<file path="config.mk">
export PLATFORM = sky130hd
export DESIGN_NAME = enemy_layer
export DESIGN_NICKNAME = d
export VERILOG_FILES = /design/src/game_pkg.sv /design/src/enemy_layer.sv /design/src/sprite_draw.sv /design/src/enemy_missile_ctl.sv /design/src/hit_detect.sv /design/src/enemy_ctl.sv /design/src/enemy_cfg.sv
export SDC_FILE = /design/constraint.sdc
export NUM_CORES = 1
export LEC_CHECK = 0
export ABC_CLOCK_PERIOD_IN_PS = 3700
export BUFFER_PORTS_ARGS = -buffer_cell sky130_fd_sc_hd__buf_2
export CAP_MARGIN = 25
export CORE_UTILIZATION = 55
export CTS_BUF_LIST = sky130_fd_sc_hd__clkbuf_4
export CTS_CLUSTER_DIAMETER = 50
export CTS_CLUSTER_SIZE = 28
export DETAILED_ROUTE_END_ITERATION = 7
export PLACE_DENSITY = 0.93
export SKIP_LAST_GASP = 1
export SYNTH_ARGS = -nofsm -noshare
export SYNTH_HDL_FRONTEND = slang
export SYNTH_SLANG_ARGS = --single-unit
export TNS_END_PERCENT = 1
</file>
<file path="constraint.sdc">
create_clock -name pclk -period 3.7 [get_ports pclk]
set_input_delay 0.74 -clock pclk [delete_from_list [all_inputs] [get_ports pclk]]
set_output_delay 0.74 -clock pclk [all_outputs]
set_load 0.01 [all_outputs]
</file>
<file path="src/game_pkg.sv">
// game package for the enemy layer
// raster, position and configuration types plus screen and sprite constants

package game_pkg;

  // one raster pixel as it travels down the overlay chain
  typedef struct packed {
    logic [10:0] hcount;
    logic [10:0] vcount;
    logic        hsync;
    logic        vsync;
    logic        hblnk;
    logic        vblnk;
    logic [11:0] rgb;
  } vga_bus_t;

  typedef struct packed {
    logic [10:0] x;
    logic [10:0] y;
  } pos_t;

  // missile style object, position plus visibility
  typedef struct packed {
    logic on;
    pos_t pos;
  } obj_t;

  typedef struct packed {
    logic [3:0] step;     // pixels per frame
    logic       fire_en;
    logic       respawn;  // one-cycle pulse
  } enemy_cfg_t;

  localparam logic [10:0] SCREEN_W = 11'd800;
  localparam logic [10:0] SCREEN_H = 11'd600;

  localparam logic [10:0] ENEMY_W   = 11'd32;
  localparam logic [10:0] ENEMY_H   = 11'd24;
  localparam logic [10:0] MISSILE_W = 11'd4;
  localparam logic [10:0] MISSILE_H = 11'd12;

  localparam logic [10:0] ENEMY_Y      = 11'd64;   // enemy row never changes
  localparam logic [10:0] ENEMY_X0     = 11'd100;
  localparam logic [10:0] MISSILE_STEP = 11'd8;

  localparam logic [11:0] ENEMY_RGB   = 12'hf00;
  localparam logic [11:0] MISSILE_RGB = 12'hff0;

  localparam logic [1:0] CFG_ADDR_STEP    = 2'd0;
  localparam logic [1:0] CFG_ADDR_FIRE    = 2'd1;
  localparam logic [1:0] CFG_ADDR_RESPAWN = 2'd2;

  localparam logic [3:0] STEP_RESET = 4'd2;

endpackage
</file>
<file path="src/enemy_layer.sv">
// enemy layer of the shooter game
// moves and kills the enemy, fires its missile and overlays both on the raster

`timescale 1ns/1ps

module enemy_layer import game_pkg::*; (
  input  logic       pclk,
  input  logic       rst_n_i,
  input  vga_bus_t   vga_in_i,
  input  obj_t       player_missile_i,
  input  logic       cfg_we_i,
  input  logic [1:0] cfg_addr_i,
  input  logic [3:0] cfg_wdata_i,
  output vga_bus_t   vga_out_o,
  output logic       alive_o,
  output pos_t       enemy_pos_o,
  output obj_t       enemy_missile_o
);

  enemy_cfg_t cfg;
  logic       frame_tick;
  pos_t       enemy_pos;
  logic       alive;
  obj_t       enemy_missile;
  vga_bus_t   vga_enemy;  // between the two overlay stages

  enemy_cfg u_cfg (
    .pclk    (pclk),
    .rst_n_i (rst_n_i),
    .we_i    (cfg_we_i),
    .addr_i  (cfg_addr_i),
    .wdata_i (cfg_wdata_i),
    .cfg_o   (cfg)
  );

  enemy_ctl u_ctl (
    .pclk         (pclk),
    .rst_n_i      (rst_n_i),
    .vga_i        (vga_in_i),
    .cfg_i        (cfg),
    .frame_tick_o (frame_tick),
    .pos_o        (enemy_pos)
  );

  hit_detect u_hit (
    .pclk      (pclk),
    .rst_n_i   (rst_n_i),
    .missile_i (player_missile_i),
    .enemy_i   (enemy_pos),
    .cfg_i     (cfg),
    .alive_o   (alive)
  );

  enemy_missile_ctl u_missile_ctl (
    .pclk         (pclk),
    .rst_n_i      (rst_n_i),
    .frame_tick_i (frame_tick),
    .cfg_i        (cfg),
    .enemy_i      (enemy_pos),
    .alive_i      (alive),
    .missile_o    (enemy_missile)
  );

  sprite_draw #(.W(ENEMY_W), .H(ENEMY_H), .RGB(ENEMY_RGB)) u_draw_enemy (
    .pclk    (pclk),
    .rst_n_i (rst_n_i),
    .vga_i   (vga_in_i),
    .pos_i   (enemy_pos),
    .on_i    (alive),
    .vga_o   (vga_enemy)
  );

  // missile last so it paints over the enemy
  sprite_draw #(.W(MISSILE_W), .H(MISSILE_H), .RGB(MISSILE_RGB)) u_draw_missile (
    .pclk    (pclk),
    .rst_n_i (rst_n_i),
    .vga_i   (vga_enemy),
    .pos_i   (enemy_missile.pos),
    .on_i    (enemy_missile.on),
    .vga_o   (vga_out_o)
  );

  assign alive_o         = alive;
  assign enemy_pos_o     = enemy_pos;
  assign enemy_missile_o = enemy_missile;

endmodule

</file>
<file path="src/sprite_draw.sv">
// solid box overlay stage
// delays the raster one cycle and paints RGB where the box covers a visible pixel

`timescale 1ns/1ps

module sprite_draw import game_pkg::*; #(
  parameter logic [10:0] W   = 11'd8,
  parameter logic [10:0] H   = 11'd8,
  parameter logic [11:0] RGB = 12'hfff
) (
  input  logic     pclk,
  input  logic     rst_n_i,
  input  vga_bus_t vga_i,
  input  pos_t     pos_i,
  input  logic     on_i,
  output vga_bus_t vga_o
);

  logic [11:0] x_end, y_end;
  logic        in_x, in_y;
  logic        visible;
  logic        paint;

  assign x_end = {1'b0, pos_i.x} + {1'b0, W};
  assign y_end = {1'b0, pos_i.y} + {1'b0, H};

  assign in_x = (vga_i.hcount >= pos_i.x) && ({1'b0, vga_i.hcount} < x_end);
  assign in_y = (vga_i.vcount >= pos_i.y) && ({1'b0, vga_i.vcount} < y_end);

  assign visible = !vga_i.hblnk && !vga_i.vblnk;
  assign paint   = on_i && visible && in_x && in_y;

  always_ff @(posedge pclk or negedge rst_n_i) begin
    if (!rst_n_i) begin
      vga_o <= '0;
    end else begin
      vga_o <= vga_i;  // timing fields pass unchanged
      if (paint)
        vga_o.rgb <= RGB;
    end
  end

endmodule

</file>
<file path="src/enemy_missile_ctl.sv">
// enemy missile control
// launches one missile from the enemy, drops it each frame, retires it at the bottom

`timescale 1ns/1ps

module enemy_missile_ctl import game_pkg::*; (
  input  logic       pclk,
  input  logic       rst_n_i,
  input  logic       frame_tick_i,
  input  enemy_cfg_t cfg_i,
  input  pos_t       enemy_i,
  input  logic       alive_i,
  output obj_t       missile_o
);

  logic        on_q;
  logic [10:0] x_q;
  logic [10:0] y_q;
  logic [11:0] y_next;

  assign y_next = {1'b0, y_q} + {1'b0, MISSILE_STEP};

  always_ff @(posedge pclk or negedge rst_n_i) begin
    if (!rst_n_i) begin
      on_q <= 1'b0;
      x_q  <= 11'd0;
      y_q  <= 11'd0;
    end else if (frame_tick_i) begin
      if (on_q) begin
        if (y_next >= {1'b0, SCREEN_H})
          on_q <= 1'b0;  // off the bottom
        else
          y_q <= y_next[10:0];
      end else if (alive_i && cfg_i.fire_en) begin
        on_q <= 1'b1;
        x_q  <= enemy_i.x + (ENEMY_W >> 1);  // centre bottom of enemy
        y_q  <= enemy_i.y + ENEMY_H;
      end
    end
  end

  assign missile_o.on    = on_q;
  assign missile_o.pos.x = x_q;
  assign missile_o.pos.y = y_q;

  // checked across launch and descent, y must stay on screen while visible
  a_missile_on_screen: assert property (
    @(posedge pclk) disable iff (!rst_n_i) missile_o.on |-> missile_o.pos.y < SCREEN_H
  ) else $error("enemy_missile_ctl: missile y %h past bottom", missile_o.pos.y);

endmodule

</file>
<file path="src/hit_detect.sv">
// enemy hit detection
// overlaps the player missile box with the enemy box and keeps the alive flag

`timescale 1ns/1ps

module hit_detect import game_pkg::*; (
  input  logic       pclk,
  input  logic       rst_n_i,
  input  obj_t       missile_i,
  input  pos_t       enemy_i,
  input  enemy_cfg_t cfg_i,
  output logic       alive_o
);

  logic [11:0] m_x_end, m_y_end;
  logic [11:0] e_x_end, e_y_end;
  logic        overlap_x, overlap_y;
  logic        hit;

  assign m_x_end = {1'b0, missile_i.pos.x} + {1'b0, MISSILE_W};
  assign m_y_end = {1'b0, missile_i.pos.y} + {1'b0, MISSILE_H};
  assign e_x_end = {1'b0, enemy_i.x} + {1'b0, ENEMY_W};
  assign e_y_end = {1'b0, enemy_i.y} + {1'b0, ENEMY_H};

  // half-open boxes, touching edges do not count
  assign overlap_x = ({1'b0, missile_i.pos.x} < e_x_end) &&
                     ({1'b0, enemy_i.x} < m_x_end);
  assign overlap_y = ({1'b0, missile_i.pos.y} < e_y_end) &&
                     ({1'b0, enemy_i.y} < m_y_end);

  assign hit = missile_i.on && overlap_x && overlap_y;

  always_ff @(posedge pclk or negedge rst_n_i) begin
    if (!rst_n_i) begin
      alive_o <= 1'b1;
    end else if (hit) begin
      alive_o <= 1'b0;  // hit wins over a same-cycle respawn
    end else if (cfg_i.respawn) begin
      alive_o <= 1'b1;
    end
  end

endmodule

</file>
<file path="src/enemy_ctl.sv">
// enemy motion control
// detects frame start on the raster and bounces the enemy sideways each frame

`timescale 1ns/1ps

module enemy_ctl import game_pkg::*; (
  input  logic       pclk,
  input  logic       rst_n_i,
  input  vga_bus_t   vga_i,
  input  enemy_cfg_t cfg_i,
  output logic       frame_tick_o,
  output pos_t       pos_o
);

  logic        frame_start;
  logic [10:0] x_q;
  logic        dir_left_q;  // 0 moves right
  logic [11:0] x_right;
  logic [11:0] x_max;

  assign frame_start = (vga_i.hcount == 11'd0) && (vga_i.vcount == 11'd0);

  // one bit wider so the sum cannot wrap
  assign x_right = {1'b0, x_q} + {8'd0, cfg_i.step};
  assign x_max   = {1'b0, SCREEN_W - ENEMY_W};

  always_ff @(posedge pclk or negedge rst_n_i) begin
    if (!rst_n_i) begin
      frame_tick_o <= 1'b0;
      x_q          <= ENEMY_X0;
      dir_left_q   <= 1'b0;
    end else begin
      frame_tick_o <= frame_start;
      if (frame_tick_o) begin
        if (!dir_left_q) begin
          if (x_right > x_max) begin  // clamp at right edge and turn
            x_q        <= x_max[10:0];
            dir_left_q <= 1'b1;
          end else begin
            x_q <= x_right[10:0];
          end
        end else begin
          if (x_q < {7'd0, cfg_i.step}) begin
            x_q        <= 11'd0;
            dir_left_q <= 1'b0;
          end else begin
            x_q <= x_q - {7'd0, cfg_i.step};
          end
        end
      end
    end
  end

  assign pos_o.x = x_q;
  assign pos_o.y = ENEMY_Y;

  a_x_in_bounds: assert property (
    @(posedge pclk) disable iff (!rst_n_i) {1'b0, pos_o.x} <= x_max
  ) else $error("enemy_ctl: x out of bounds %h", pos_o.x);

endmodule

</file>
<file path="src/enemy_cfg.sv">
// enemy configuration registers
// holds movement step and fire enable, turns a respawn write into a pulse

`timescale 1ns/1ps

module enemy_cfg import game_pkg::*; (
  input  logic       pclk,
  input  logic       rst_n_i,
  input  logic       we_i,
  input  logic [1:0] addr_i,
  input  logic [3:0] wdata_i,
  output enemy_cfg_t cfg_o
);

  logic [3:0] step_q;
  logic       fire_q;
  logic       respawn_q;

  always_ff @(posedge pclk or negedge rst_n_i) begin
    if (!rst_n_i) begin
      step_q    <= STEP_RESET;
      fire_q    <= 1'b0;
      respawn_q <= 1'b0;
    end else begin
      respawn_q <= 1'b0;  // strobe, not a stored bit
      if (we_i) begin
        case (addr_i)
          CFG_ADDR_STEP: begin
            if (wdata_i != 4'd0)  // zero step would freeze the enemy
              step_q <= wdata_i;
          end
          CFG_ADDR_FIRE:    fire_q    <= wdata_i[0];
          CFG_ADDR_RESPAWN: respawn_q <= 1'b1;
          default: ;
        endcase
      end
    end
  end

  assign cfg_o.step    = step_q;
  assign cfg_o.fire_en = fire_q;
  assign cfg_o.respawn = respawn_q;

  // a stuck enemy would break the bounce behaviour downstream
  a_step_nonzero: assert property (
    @(posedge pclk) disable iff (!rst_n_i) cfg_o.step != 4'd0
  ) else $error("enemy_cfg: step is zero");

endmodule

</file>
**Word level (Yosys, flattened, before mapping)**

Cells that the tools add are included.

- Register bits: 119
- Bits of input ports: 70
- Output and inout bits: 84
- Word-level logic and storage cells: 102

- Add/subtract/negate cells: 9
- $lt $le $gt $ge: 15
- Eq/ne operators: 3
- Muxes and demuxes: 18
- Bitwise logic cells: 1
- Reductions and logical operators: 32

Operator list:

| operator | number |
|---|---|
| two-way mux 11 bit | 6 |
| less-than comparator 11 x 12 -> 1 bit | 5 |
| adder 11 x 4 -> 12 bit, second input constant | 3 |
| >= comparator 11 bit | 3 |
| adder 11 x 3 -> 12 bit, second input constant | 2 |
| two-way mux 12 bit | 2 |
| logical NOT 11 bit | 2 |
| less-than comparator 11 x 7 -> 1 bit, second input constant | 2 |
| logical AND 1 bit | 18 |
| adder 11 x 4 -> 12 bit | 1 |
| adder 11 x 6 -> 12 bit, second input constant | 1 |
| >= comparator 12 x 10 -> 1 bit, second input constant | 1 |
| greater-than comparator 12 x 10 -> 1 bit, second input constant | 1 |
| less-than comparator 7 x 12 -> 1 bit, first input constant | 1 |
| adder 11 x 5 -> 11 bit, second input constant | 1 |
| >= comparator 11 x 7 -> 1 bit, second input constant | 1 |
| less-than comparator 11 x 4 -> 1 bit | 1 |
| subtractor 11 x 4 -> 11 bit | 1 |
| two-way mux 1 bit | 10 |
| AND reduction 3 bit | 3 |
| logical NOT 1 bit | 4 |
| nonzero test 2 bit | 2 |
| nonzero test 4 bit | 1 |
| equality test 2 x 1 -> 1 bit, second input constant | 1 |
| other kinds (5) | 5 |

**Longest topological paths before layout**

- Depth in word-level cells: 6
- Gate-level depth with buffers: 13
- Mapped depth without buffers: 12

**Modules after synthesis**

Synthesis repeated with hierarchy kept, for this count alone.

- Cell total of the unflattened synthesis: 958
- Area total of the unflattened synthesis: 9170.0 µm²

Modules (own cells, without submodules):

| module | times used | cells each | area each (µm²) | seq. area each (µm²) |
|---|---|---|---|---|
| sprite_draw at u_draw_missile | 1 | 207 | 2269.7 | 950.9 |
| sprite_draw at u_draw_enemy | 1 | 195 | 2244.7 | 950.9 |
| enemy_ctl | 1 | 200 | 1590.3 | 329.1 |
| hit_detect | 1 | 179 | 1397.6 | 26.3 |
| enemy_missile_ctl | 1 | 149 | 1322.5 | 575.6 |
| enemy_cfg | 1 | 28 | 345.3 | 151.4 |

**Worst setup path after synthesis**

No wires, ideal clock.

- Path kind: register to register
- Start point: register u_ctl.x_q[5]
- End point: register u_draw_enemy.vga_o[0] in the netlist's numbering
- Library setup time: 119 ps
- Arrival: 2546 ps
- Data required time: 3581 ps
- Slack: 1035 ps
- Stages on the path, launching flop included: 12
- Path buffers: 1
- Period minus slack after synthesis: 2665 ps
- Cell sequence: dfstp_2 ha_1 nand3_1 xnor2_1 ha_1 and3_1 a211oi_1 o21ai_0 o221ai_1 nand4_1 clkbuf_1 and2_1

- Word-level cells in the longest chain between the ends: 6
- Elaborated cells between the ends (all ways): 7
- Those cells by class: add/sub (1); order compare (2); mux (1); reduce/logical (3)

Ends and longest elaborated chain:

| item | RTL line | RTL |
|---|---|---|
| start, declared | enemy_ctl.sv:16 | `logic [10:0] x_q;` |
| start signal, assigned | enemy_ctl.sv:37 | `x_q <= x_max[10:0];` |
| start signal, assigned | enemy_ctl.sv:40 | `x_q <= x_right[10:0];` |
| start signal, assigned | enemy_ctl.sv:47 | `x_q <= x_q - {7'd0, cfg_i.step};` |
| adder 11 x 6 -> 12 bit | sprite_draw.sv:24 | `assign x_end = {1'b0, pos_i.x} + {1'b0, W};` |
| less-than comparator 11 x 12 -> 1 bit | sprite_draw.sv:27 | `assign in_x = (vga_i.hcount >= pos_i.x) && ({1'b0, vga_i.hcount} < x_end);` |
| logical AND 1 bit * | sprite_draw.sv:27 |  |
| logical AND 1 bit * (2 in series) | sprite_draw.sv:31 | `assign paint = on_i && visible && in_x && in_y;` |
| two-way mux 12 bit * | sprite_draw.sv:38 | `if (paint)` |
| end signal, assigned | sprite_draw.sv:37 | `vga_o <= vga_i;` |
| end, declared | sprite_draw.sv:16 | `output vga_bus_t vga_o` |

Every way passes the cells marked *; elsewhere a longest branch is shown, timed or not.
A chain may end at the register's enable or synchronous reset.

**Final worst setup path**

- Start point: register u_ctl.x_q[6]
- End point: register u_draw_enemy.vga_o[1] in the netlist's numbering

Same word-level chain as after synthesis.

==> results.md <==
* Hold crit path type: input pin to asynchronous set/reset pin
* I/O Buffers at 139
* Ports at 154
* Antenna Cells at 0
* Worst r2r src: u_ctl.x_q[6]
* R2R cell count at 10
* Clock power frac at 31.9%
* Net switching power at 0.723 mW
* Largest net degree at the start of global routing at 62
* Post-CTS sizing at 0
* Detail Route Antenna Nets at 0
* Synthesized area per cell at 10.2 sq um
* Total wire length at 16700 um
* Post-Synthesis Cells at 682
* RSZ-0062 raised after global routing: false
* Setup WS post-layout at 0.494 ns
* Synthesized area at 6920 sq um
* # Post-CTS Setup Buffers at 0
* Drt drc at 0
* Critical path class: register to register
* CP delay by family, top: simple AND/OR/NAND/NOR gates
* Routability-driven placement congestion ratio at 0.957
* Peak fanout along the critical path at 13
* Sequential element share of the synthesized area at 42.0%
* PD cells at 310 nW/um^2
* Final hold slack at 0.268 ns
* Number of H-tree levels at 4
* Clk sinks at 116
* DR vias at 5769
* DP Wirelength at 13200 um
* Fmax at 312 MHz
* Synth Register Bits at 116
* Int Power at 1.74 mW
* Die span in y at 114 um
* Final hold vios at 0
* Arrival @ worst endpoint at 3.63 ns
* Row count at 40
* DR WL/cell at 16.6 um
* Placed insts at 976
* Post-Synth XOR/XNOR Area at 4.68%
* Max Slew Vio Count at 0
* Final nets at 988
* Setup-failing EPs final at 0
* Clock transition at path regs at 0.12 ns
* Initial DRT Pass Iterations at 5
* Clock tree from TritonCTS: built
* Final core occ at 65.4%
* Main combinational cell family by area after synthesis: adder cells
* Part of the cycle the worst path needs at 86.6%
* Async S/R FF share, synth at 100%
* Initial core utilization at 56.9%
* MaxCap Viol Count at 0
* Setup TNS at 0 ns
* Root buffer cell: clkbuf_4
* Crit path largest cell delay at 0.69 ns
* Mux contribution to synthesized area at 0.633%
* Die area at 13000 sq um
* Sequential power share at 54.6%
* Grt ovf at 0
* Worst vdd ir at 0.144 mV
* GRT Total Usage at 27.2%
* Combinational power share at 13.6%
* DIE WIDTH at 114 um
* Least-Margin Pin Slew at 0.889 ns
* Final Skew at 0.0220 ns
* EDFF count, synth at 0
* Slowest CP cell: dfstp_2
* Worst-Skew Late Latency at 0.54 ns
* Initial antenna violation count at 0
* Placed cell area at 7730 sq um
* Sw frac at 29.3%
* Share of layout cells above drive strength 1 at 23.8%
* Core area at 12200 sq um
* Post-synthesis compound-gate area fraction at 14.9%
* Layout Cells excl Fill at 1008
* Top_reg_cell synth: dfrtp_1
* Total CTS buffers at 17
* Buf/Inv on CP at 0
* Critical Path, Cell by Cell: ha_1, nand3_1, xnor2_1, ha_1, and3_1, a211oi_1, o21ai_0, o221ai_1, nand4_1, and2_1
* Final Cell Area at 7960 sq um
* R2r endpoint: u_draw_enemy.vga_o[1]
* Number of global-route vias before repair at 5758
* Area delta synth->final at 15.0%
* Reg2Reg Setup Slack at 0.49 ns
* Adder-cell area share of the yosys netlist at 16.7%
* Maximum clock insertion buffer count at 2
* Post-synthesis cell type count at 72
* Drt initial violations at 349
* Final Critical Period at 3.21 ns
* Dpl ws at 0.514 ns
* First-pass GRT wire length at 27300 um
* Relative slew margins at 40.6%
* Tot Pwr at 2.47 mW
* Yosys warns at 0
* Simple-gate share of the synthesized area at 15.6%
* DR vias/cell at 5.72
* Most frequent CP cell: ha_1
* CP Launch Type: register
* CP Capture Type: register
* Leakage at 3.74 nW
* Status: finished clean
* Hold buffers post-CTS at 0
* Req. time, crit path at 4.12 ns
==> sequential cells by signal (all words and copies together), names as in the netlist, 4 cells and up <==
register / count
u_draw_missile.vga_o: 38
u_missile_ctl.x_q: 11
u_ctl.x_q: 11
u_cfg.step_q: 4
u_draw_enemy.vga_o: 38
u_missile_ctl.y_q: 8
==> area by class of cell <==
| class | count | area [sq um] |
|---|---|---|
| timing repair buffer | 144 | 736 |
| sequential | 116 | 2910 |
| inverter | 49 | 184 |
| clock inverter | 12 | 82.6 |
| tap | 168 | 210 |
| fill | 944 | 4200 |
| clock buffer | 20 | 150 |
| multi-input combinational | 499 | 3690 |
==> logic make-up after synthesis <==
family,after synthesis
and+or+nand+nor,201
AOI/OAI and AO/OA,152
DFF,116
adders and majority gates,91
buffers and inverters,79
xor gates and xnor gates,37
muxes,4
other,2
==> worst max-delay path by stage <==
stage | start | endpoint | cells past startpoint
2_1_floorplan | u_ctl.x_q[5] | u_draw_enemy.vga_o[0] | 11
3_3_place_gp | u_missile_ctl.x_q[2] | u_draw_missile.vga_o[2] | 10
3_5_place_dp | u_ctl.x_q[5] | u_draw_enemy.vga_o[1] | 10
4_1_cts | u_ctl.x_q[5] | u_draw_enemy.vga_o[1] | 10
5_1_grt | u_ctl.x_q[5] | u_draw_enemy.vga_o[1] | 10
6_report | u_ctl.x_q[6] | u_draw_enemy.vga_o[1] | 10
==> routing by layer <==
| metal | vias up | global-route usage [%] | routed length (um) |
|---|---|---|---|
| li1 | 2709 | - | - |
| met1 | 2730 | 32.2 | 6650 |
| met2 | 257 | 45.8 | 7990 |
| met3 | 73 | 5.61 | 1210 |
| met4 | 0 | 15.9 | 829 |
| met5 | - | 0 | 0 |
==> power by group through the flow <==
stage	logic [mW]	clock network, mW	registers (mW)
final	0.335	0.786	1.35
after detailed placement	0.331	0	1.37
after CTS	0.335	0.801	1.35
after floorplan	0.187	0	1.38
after global placement	0.323	0	1.37
after global routing	0.379	0.859	1.35
==> cells in the mapped netlist (2+ instances only) <==
cell type  number  area (sq um)
dfrtp_1       111          2780
ha_1           89          1110
nand2_1        49           184
inv_1          47           176
o21ai_0        39           195
a21oi_1        37           185
nand3_1        30           150
xnor2_1        29           254
nor2_1         26          97.6
nand2b_1       22           138
and2_1         15          93.8
buf_4          15           113
nor3_1         11          55.1
a31oi_1        10          62.6
nand4_1        10          62.6
clkbuf_1        9          33.8
nor4_1          9          56.3
and3_1          8          50.1
xor2_1          8          70.1
o31ai_1         7          52.6
nor2b_1         6          37.5
a21o_1          5          37.5
a22o_1          5          43.8
dfstp_2         5           131
o211ai_1        5          37.5
o21a_1          5          37.5
a211oi_1        4          30.0
o221ai_1        4          35.0
buf_2           3          15.0
mux2_2          3          33.8
o2111ai_1       3          26.3
o21ai_1         3          15.0
o21bai_1        3          22.5
or4_1           3          22.5
a2111oi_0       2          17.5
a311o_1         2          20.0
and4_1          2          17.5
buf_6           2          22.5
conb_1          2          7.51
fa_1            2          40.0
==> placed cells by master (no fill, tap or decap), types with 4 or more instances in the layout <==
cell	instances
ha_1	89
nand2b_1	22
nand3_1	30
nand4_1	10
buf_2	138
clkinvlp_4	6
buf_4	6
conb_1	14
xor2_1	8
o211ai_1	5
nand2_1	49
nor3_1	11
and3_1	8
xnor2_1	29
clkbuf_4	20
o21ai_0	39
a22o_1	5
o221ai_1	4
a211oi_1	4
a31oi_1	10
a21o_1	5
nor4_1	9
nor2_1	26
inv_1	47
o31ai_1	7
nor2b_1	6
clkinv_2	4
dfstp_2	5
dfrtp_1	111
a21oi_1	37
and2_1	15
o21a_1	5
(Power assumes the default switching activity.)
